--- src/logic/dmg_clk_pkg.sv ---
package dmg_clk_pkg;

	localparam int DIV_WIDTH         = 14;
	localparam int DIV_READ_LSB      = 6;   // FF04 shows bits 13..6
	localparam int FRAME_TAP         = 10;  // 512 Hz source bit
	localparam int RESET_HOLD_CYCLES = 8;
	localparam int HOLD_CNT_WIDTH    = 3;
	localparam int ADDR_DIV          = 0;   // Offset of FF04 in FF04-FF07
	localparam int RD_WIDTH          = 8;
	localparam int STEP_WIDTH        = 3;

	typedef enum logic [1:0] {
		PH_A,
		PH_B,
		PH_C,
		PH_D
	} phase_t;

	typedef enum logic [1:0] {
		RS_HOLD,
		RS_COUNT,
		RS_RUN
	} rst_state_t;

	typedef struct packed {
		phase_t phase;
		logic   cpu_en;   // 1 MHz CPU enable
		logic   apu_en;   // 2 MHz audio enable
		logic   phi;
	} clk_phase_t;

	typedef struct packed {
		logic                io_sel;   // FF04-FF07 window
		logic [1:0]          addr;
		logic                rd;
		logic                wr;
		logic [RD_WIDTH-1:0] wdata;
	} cpu_bus_t;

	typedef struct packed {
		logic t262k;
		logic t65k;
		logic t16k;
	} div_taps_t;

	typedef struct packed {
		logic                  f512;
		logic                  f256;
		logic                  f128;
		logic [STEP_WIDTH-1:0] step;
	} frame_t;

endpackage

--- src/logic/apu_frame_gen.sv ---
`timescale 1ns/1ps

module apu_frame_gen
	import dmg_clk_pkg::*;
(
	input  logic   clkin_a,
	input  logic   rst,
	input  logic   apu_reset,
	input  logic   frame_tick,
	output frame_t frame
);

	logic [STEP_WIDTH-1:0] step_q;
	logic [STEP_WIDTH-1:0] step_next;
	logic                  f512_q;
	logic                  f256_q;
	logic                  f128_q;

	assign step_next = step_q + 1'b1;   // Wraps at 8

	always_ff @(posedge clkin_a) begin
		if (rst || apu_reset) begin
			step_q <= '0;
			f512_q <= 1'b0;
			f256_q <= 1'b0;
			f128_q <= 1'b0;
		end else if (frame_tick) begin
			step_q <= step_next;
			f512_q <= 1'b1;
			f256_q <= (step_next[0] == 1'b0);      // Every second tick
			f128_q <= (step_next[1:0] == 2'b00);   // Every fourth tick
		end else begin
			f512_q <= 1'b0;
			f256_q <= 1'b0;
			f128_q <= 1'b0;
		end
	end

	assign frame.f512 = f512_q;
	assign frame.f256 = f256_q;
	assign frame.f128 = f128_q;
	assign frame.step = step_q;

endmodule

--- src/logic/clocks_reset.sv ---
`timescale 1ns/1ps

module clocks_reset
	import dmg_clk_pkg::*;
(
	input  logic                clkin_a,
	input  logic                rst,
	input  logic                reset_pin,
	input  logic                lcd_on,
	input  logic                apu_reset,
	input  cpu_bus_t            bus,
	output clk_phase_t          clk_phase,
	output logic                to_cpu,
	output logic                nreset2,
	output logic                reset_video,
	output logic [RD_WIDTH-1:0] rdata,
	output logic                rd_valid,
	output div_taps_t           taps,
	output frame_t              frame
);

	clk_phase_t phase_w;
	logic       sys_rst;
	logic       frame_tick;

	phase_gen phase_gen_i (
		.clkin_a   (clkin_a),
		.rst       (rst),
		.clk_phase (phase_w)
	);

	reset_seq reset_seq_i (
		.clkin_a     (clkin_a),
		.rst         (rst),
		.reset_pin   (reset_pin),
		.lcd_on      (lcd_on),
		.clk_phase   (phase_w),
		.sys_rst     (sys_rst),
		.nreset2     (nreset2),
		.reset_video (reset_video)
	);

	div_counter div_counter_i (
		.clkin_a    (clkin_a),
		.rst        (rst),
		.sys_rst    (sys_rst),
		.clk_phase  (phase_w),
		.bus        (bus),
		.rdata      (rdata),
		.rd_valid   (rd_valid),
		.taps       (taps),
		.frame_tick (frame_tick)
	);

	apu_frame_gen apu_frame_gen_i (
		.clkin_a    (clkin_a),
		.rst        (rst),
		.apu_reset  (apu_reset),
		.frame_tick (frame_tick),
		.frame      (frame)
	);

	assign clk_phase = phase_w;
	assign to_cpu    = phase_w.cpu_en;   // CPU clock enable

endmodule

--- src/logic/div_counter.sv ---
`timescale 1ns/1ps

module div_counter
	import dmg_clk_pkg::*;
(
	input  logic                clkin_a,
	input  logic                rst,
	input  logic                sys_rst,
	input  clk_phase_t          clk_phase,
	input  cpu_bus_t            bus,
	output logic [RD_WIDTH-1:0] rdata,
	output logic                rd_valid,
	output div_taps_t           taps,
	output logic                frame_tick
);

	logic [DIV_WIDTH-1:0] div_q;
	logic [RD_WIDTH-1:0]  rdata_q;
	logic                 rd_valid_q;
	logic                 tap_q;
	logic                 div_sel;
	logic                 div_wr;
	logic                 div_rd;

	// Only FF04 inside the window is decoded
	assign div_sel = bus.io_sel && (bus.addr == 2'(ADDR_DIV));
	assign div_wr  = div_sel && bus.wr;   // Data is ignored
	assign div_rd  = div_sel && bus.rd;

	always_ff @(posedge clkin_a) begin
		if (rst || sys_rst || div_wr)
			div_q <= '0;
		else if (clk_phase.cpu_en)
			div_q <= div_q + 1'b1;
	end

	always_ff @(posedge clkin_a) begin
		if (rst) begin
			rd_valid_q <= 1'b0;
			tap_q      <= 1'b0;
		end else begin
			rd_valid_q <= div_rd;
			tap_q      <= div_q[FRAME_TAP];
		end
	end

	// High byte as it stood in the strobe cycle
	always_ff @(posedge clkin_a) begin
		if (div_rd)
			rdata_q <= div_q[DIV_READ_LSB +: RD_WIDTH];
	end

	assign rdata    = rdata_q;
	assign rd_valid = rd_valid_q;

	// A clear from a write also counts as a falling edge
	assign frame_tick = tap_q && !div_q[FRAME_TAP];

	assign taps.t262k = div_q[1];
	assign taps.t65k  = div_q[3];
	assign taps.t16k  = div_q[5];

endmodule

--- src/logic/phase_gen.sv ---
`timescale 1ns/1ps

module phase_gen
	import dmg_clk_pkg::*;
(
	input  logic       clkin_a,
	input  logic       rst,
	output clk_phase_t clk_phase
);

	clk_phase_t ph_q;
	phase_t     phase_next;

	// Four-phase ring held as an enum register
	always_comb begin
		case (ph_q.phase)
			PH_A:    phase_next = PH_B;
			PH_B:    phase_next = PH_C;
			PH_C:    phase_next = PH_D;
			PH_D:    phase_next = PH_A;
			default: phase_next = PH_A;
		endcase
	end

	// Enables are decoded from the next phase so they line up with it
	always_ff @(posedge clkin_a) begin
		if (rst) begin
			ph_q.phase  <= PH_A;
			ph_q.cpu_en <= 1'b0;
			ph_q.apu_en <= 1'b0;
			ph_q.phi    <= 1'b0;
		end else begin
			ph_q.phase  <= phase_next;
			ph_q.cpu_en <= (phase_next == PH_D);                           // Once per 4
			ph_q.apu_en <= (phase_next == PH_B) || (phase_next == PH_D);   // Twice per 4
			ph_q.phi    <= (phase_next == PH_C) || (phase_next == PH_D);   // Second half
		end
	end

	assign clk_phase = ph_q;

endmodule

--- src/logic/reset_seq.sv ---
`timescale 1ns/1ps

module reset_seq
	import dmg_clk_pkg::*;
(
	input  logic       clkin_a,
	input  logic       rst,
	input  logic       reset_pin,
	input  logic       lcd_on,
	input  clk_phase_t clk_phase,
	output logic       sys_rst,
	output logic       nreset2,
	output logic       reset_video
);

	logic [1:0]                pin_sync;
	rst_state_t                state;
	rst_state_t                state_next;
	logic [HOLD_CNT_WIDTH-1:0] hold_cnt;
	logic                      hold_done;

	assign hold_done = clk_phase.cpu_en &&
		(hold_cnt == HOLD_CNT_WIDTH'(RESET_HOLD_CYCLES - 1));

	always_comb begin
		state_next = state;
		if (pin_sync[1]) begin
			state_next = RS_HOLD;   // Pin high wins in every state
		end else begin
			case (state)
				RS_HOLD:  state_next = RS_COUNT;
				RS_COUNT: state_next = hold_done ? RS_RUN : RS_COUNT;
				RS_RUN:   state_next = RS_RUN;
				default:  state_next = RS_HOLD;
			endcase
		end
	end

	always_ff @(posedge clkin_a) begin
		if (rst) begin
			pin_sync <= 2'b11;   // Treat pin as asserted
			state    <= RS_HOLD;
			hold_cnt <= '0;
		end else begin
			pin_sync <= {pin_sync[0], reset_pin};
			state    <= state_next;
			if (state_next != RS_COUNT)
				hold_cnt <= '0;
			else if (clk_phase.cpu_en)
				hold_cnt <= hold_cnt + 1'b1;
		end
	end

	assign sys_rst     = (state != RS_RUN);
	assign nreset2     = ~sys_rst;
	assign reset_video = ~((state == RS_RUN) && lcd_on);   // LCD enable gate

endmodule

--- config.mk ---
export PLATFORM = sky130hd
export DESIGN_NAME = clocks_reset
export DESIGN_NICKNAME = d
export VERILOG_FILES = /design/src/logic/dmg_clk_pkg.sv /design/src/logic/apu_frame_gen.sv /design/src/logic/clocks_reset.sv /design/src/logic/div_counter.sv /design/src/logic/phase_gen.sv /design/src/logic/reset_seq.sv
export SDC_FILE = /design/constraint.sdc
export NUM_CORES = 1
export LEC_CHECK = 0
export ABC_AREA = 0
export BUFFER_PORTS_ARGS = -buffer_cell sky130_fd_sc_hd__buf_2
export CORE_ASPECT_RATIO = 0.5
export CORE_MARGIN = 2
export CORE_UTILIZATION = 50
export DETAILED_ROUTE_END_ITERATION = 10
export GPL_TIMING_DRIVEN = 0
export HOLD_SLACK_MARGIN = 0.15
export PLACE_DENSITY = 0.79
export SETUP_SLACK_MARGIN = 0.05
export SLEW_MARGIN = 25
export SYNTH_ARGS = -nofsm -noshare
export SYNTH_HDL_FRONTEND = slang
export SYNTH_HIERARCHICAL = 1
export SYNTH_SLANG_ARGS = --single-unit
--- constraint.sdc ---
create_clock -name clkin_a -period 2.1 [get_ports clkin_a]
set_input_delay 0.21 -clock clkin_a [delete_from_list [all_inputs] [get_ports clkin_a]]
set_output_delay 0.21 -clock clkin_a [all_outputs]
set_load 0.05 [all_outputs]
# Word-level counts from Yosys, hierarchy flattened
# Index checks and enable logic that the tools add are counted.
# W data, S select, Z words.
[word_totals]
output_inout_bits = 26
inputBits = 18
register_bits = 42
[op_classes]
n_reduce_logical = 18
mux = 5
addsub = 3
eq_ne = 11
bitwise = 4
[op_table]
columns = ["op", "n"]
rows = [
  ["$add A14 B1 Y14 const B", 1],
  ["$eq A2 B2 Y1 const B", 5],
  ["$logic_not A2 Y1", 4],
  ["$pmux W2 S4", 1],
  ["$add A3 B1 Y3 const B", 2],
  ["$eq A2 B1 Y1 const B", 3],
  ["$logic_and A1 B1 Y1", 6],
  ["$pmux W2 S3", 1],
  ["$logic_or A1 B1 Y1", 5],
  ["$mux W2", 2],
  ["$not A1 Y1", 4],
  ["$reduce_or A2 Y1", 2],
  ["$eq A3 B3 Y1 const B", 1],
  ["$ne A2 B1 Y1 const B", 1],
  ["$ne A2 B2 Y1 const B", 1],
  ["$logic_not A1 Y1", 1],
  ["$mux W1", 1],
]

# Depth between registers and ports, before layout
[logic_depth]
depth_word = 7
mapped_depth = 4
mapped_depth_nobuf = 4

# By module
# Netlist, hierarchy kept.
[by_module_without_submodules]
columns = ["module", "area_per_inst_um2", "instances", "cells_each"]
rows = [
  ["div_counter", 1016.0, 1, 95],
  ["reset_seq", 285.3, 1, 25],
  ["apu_frame_gen", 245.2, 1, 21],
  ["phase_gen", 135.1, 1, 12],
  ["clocks_reset", 7.5, 1, 1],
]

# Worst setup path before layout
# No wires, ideal clock.
[synth_path]
path_type = "reg2reg"
from = "register phase_gen_i.ph_q, in the netlist phase_gen_i/clk_phase[2]"
to = "register div_counter_i.div_q[8]"
path_stages_with_launch = 5
n_path_buf = 1
arrival_ns = 1.745
required_time_ns = 2.026
period_less_slack_ns = 1.819
path_slack_ns = 0.281
path_cell_list = "dfxtp_1 -> buf_4 -> nand3_1 -> or4_1 -> a21oi_1"
[synth_rtl]
columns = ["element", "line_no", "text"]
rows = [
  ["start, declared", "phase_gen.sv:11", "clk_phase_t ph_q;"],
  ["end signal, assigned", "div_counter.sv:34", "div_q <= div_q + 1'b1;"],
  ["end, declared", "div_counter.sv:17", "logic [DIV_WIDTH-1:0] div_q;"],
]

==> key figures <==
Outcome
  • Outcome: complete, no violations

Clock tree
  • CTS resizes: 0
  • CTS hold repair buffers: 4
  • Clock sinks: 40
  • CTS buffer count: 5
  • Setup bufs post-CTS: 0
  • CTS root buf: clkbuf_8
  • CTS H-tree lvls: 2
  • Clock slew at reported path FFs: 0.08 ns
  • Clock Latency Late Sink: slightly below 0.3 ns
  • Max Root-Sink Buffers: 2
  • CTS tree: yes

Layout
  • Synthesis-to-layout area growth: 21.5%
  • Nets: 224
  • Final Instance Count excl. Fillers: 241
  • Antenna cells: 0
  • Final Util: 0.658
  • Share of cells above drive strength 1: 0.353

Critical path
  • CP Class: reg2reg
  • Worst EP arrival: about 1.9 ns
  • Critical Path RT: about 2.3 ns
  • Critical-path top delay cell: dfxtp_1
  • Crit Path Max Fanout: 9
  • CP max stage delay: ~0.50 ns
  • FF-to-FF Start: phase_gen_i/clk_phase[2]
  • CP Capture Type: register
  • Critical path, cell by cell: buf_4, nand3_1, nor4_1, mux2i_1
  • R2R cell count: 4
  • R2R setup slack: between 0.4 and 0.5 ns
  • Setup crit start kind: register
  • Worst R2R End: div_counter_i/div_q[12]

Synthesis
  • Synthesized area: approximately 1700 um2
  • Synth top area cells: dfxtp_1 (38%), edfxtp_1 (14%), mux2i_1 (4.7%), buf_4 (4.4%), ha_1 (4.4%)
  • Syn Nets: ~180
  • Cell taking the most area after synthesis: dfxtp_1
  • Number of library cell types mapped by synthesis: 38
  • Register area share after synthesis: 0.521
  • Main synth FF type: dfxtp_1
  • Yosys reg bits: 40
  • Asr flop ratio synth: 0
  • Synth warn: 6
  • Count of flip-flops with a built-in enable after synthesis: 8
  • Yosys top cell area share: 0.379
  • Cells after Synth: 154
  • Mapped Avg Cell Area: roughly 11 um2

Placement
  • Dpl ws: between 0.4 and 0.5 ns
  • IO buf count: 35
  • Post-Place Cells: 229
  • Dpl hpwl: about 2100 um
  • Placer Congestion: 0.802

Floorplan
  • Die W: 86.2 um
  • Starting Density: 0.542
  • Number of I/O pins: 44
  • Die Height: 45.1 um
  • Core region area: slightly above 3000 um2
  • Die area: about 3900 um2
  • Std cell rows: 14

Routing
  • TritonRoute pass-1 iters: 4
  • Wire length per cell: between 10 and 15 um
  • DR vias/cell: between 5 and 6
  • Remaining antenna violation count after routing: 0
  • DR DRC count: 0
  • Via count: approximately 1.2k
  • Final wirelength: between 2000 and 3000 um
  • First-iteration detailed-routing DRC count: 54

STA
  • Final worst slack: between 0.4 and 0.5 ns
  • Fmax: around 620 MHz
  • Final Hold Vio Count: 0
  • Unrepaired setup endpoints after global routing: no
  • Post-layout min period: 1.62 ns
  • TNS Setup: 0 ns
  • Final worst-path cycle share: 0.773
  • Max transition margin: 0.525
  • Skew final: roughly 0.0098 ns
  • # setup viols final: 0
  • Fin. max-slew vios: 0
  • Slew @ Worst Pin: just over 0.7 ns
  • Hold WS: about 0.24 ns

GRT
  • First-pass GRT wire length: about 4700 um
  • Vias in the first global route: ~1.0k
  • Total GRT Usage: 0.164
  • Largest net degree at the start of global routing: 14
  • Initial antenna violation count: 0
  • Grt total ovfl: 0

Min path
  • Hold Path Depth: 2
  • Hold Path Class: in2reg
  • Hold Crit Start: rst
  • Hold Crit Endpoint: apu_frame_gen_i/step_q[0]

Pwr
  • Pleak: ~0.00084 uW
  • Maximum VDD drop: around 0.38 mV
  • P per Cell Area: a little under 800 nW/um2

Flow run
  • Max cap viols: 0
==> state kept, by name (all words and copies together), names as in the netlist <==
name and count:
apu_frame_gen_i/step_q 3, div_counter_i/tap_q 1, div_counter_i/rd_valid 1, reset_seq_i/hold_cnt 3, apu_frame_gen_i/f256_q 1, div_counter_i/div_q 14, div_counter_i/rdata 8, reset_seq_i/pin_sync 2
phase_gen_i/clk_phase 3, apu_frame_gen_i/f128_q 1, reset_seq_i/state 2, apu_frame_gen_i/f512_q 1
==> worst max-delay path, delay by kind of cell, from the launching register on <==
kind	cells	cell delay, ns
simple gates	2	0.61
flops	1	0.50
buf+inv	1	0.24
mux	1	0.22
==> final cells by class <==
class	instances	area [um2]
plain buffers	12	90.1
clock buffers	6	82.6
clock inverters	2	10.0
fillers	275	1070
inverters	5	18.8
multi-input cells	97	704
flip-flops and latches	40	881
well taps	40	50.0
repair buffers	39	215
==> logic make-up after synthesis <==
family,count (synthesis),share of synthesized area
AO/OA/AOI/OAI,14,0.0541
flip-flops,40,0.521
AND/OR/NAND/NOR,63,0.237
XOR/XNOR,6,0.0311
buffers and inverters,17,0.0644
multiplexers,8,0.0474
adder cells (fa/ha/maj),6,0.0444
==> Yosys cell counts, drive strengths merged, types with 6 or more instances <==
| library cell | number |
|---|---|
| buf | 11 |
| nor3 | 6 |
| nand3 | 9 |
| nor2 | 8 |
| edfxtp | 8 |
| ha | 6 |
| mux2i | 8 |
| nand2 | 7 |
| dfxtp | 32 |
==> layout by cell type (no fill, tap or decap), types with 2 or more instances in the layout <==
master	synthesis	routed
a21oi_1	5	5
and2b_2	2	2
and3_2	2	2
buf_2	0	35
buf_4	10	10
clkbuf_8	0	6
clkinv_2	0	2
dfxtp_1	32	32
dlygate4sd3_1	0	4
edfxtp_1	8	8
ha_1	6	6
inv_1	5	5
mux2i_1	8	8
nand2_1	7	7
nand3_1	9	9
nand3b_1	4	4
nand4_1	4	4
nor2_1	8	8
nor2b_1	2	2
nor3_2	5	6
nor4_1	5	5
o21ai_0	2	2
o31ai_1	3	3
or2_2	2	2
or3_1	2	2
or4_1	3	3
xnor2_1	3	3
xor2_1	3	3
==> where the power goes <==
group / switching, uW / internal [uW]
combinational: 162 / 80.1
clock: 261 / 262
sequential: 18.8 / 799
==> how the worst max path moves through the flow <==
| stage | start | end | slack (ns) |
|---|---|---|---|
| floorplan | phase_gen_i/clk_phase[2] | div_counter_i/div_q[8] | 0.28 |
| global placement | bus[11] | div_counter_i/rdata[0] | 0.46 |
| detailed placement | phase_gen_i/clk_phase[2] | div_counter_i/div_q[13] | 0.49 |
| CTS | phase_gen_i/clk_phase[2] | div_counter_i/div_q[8] | 0.48 |
| global route | reset_seq_i/state[0] | div_counter_i/div_q[8] | 0.32 |
| finish | phase_gen_i/clk_phase[2] | div_counter_i/div_q[12] | 0.48 |
==> layer usage <==
layer	routed length (um)	track usage	vias up
li1	-	-	640
met1	1380	0.193	582
met2	1430	0.282	20
met3	132	0.0658	4
met4	35	0.0563	0
met5	0	0	-
==> metrics by stage <==
stage	instance area, um2	power [uW]
2_1_floorplan	1690	1020
6_report	2050	1580
5_1_grt	2050	1650
4_1_cts	2050	1610
3_3_place_gp	1910	1070
3_5_place_dp	1920	1070
No activity file was read; power rests on OpenSTA's default activity.
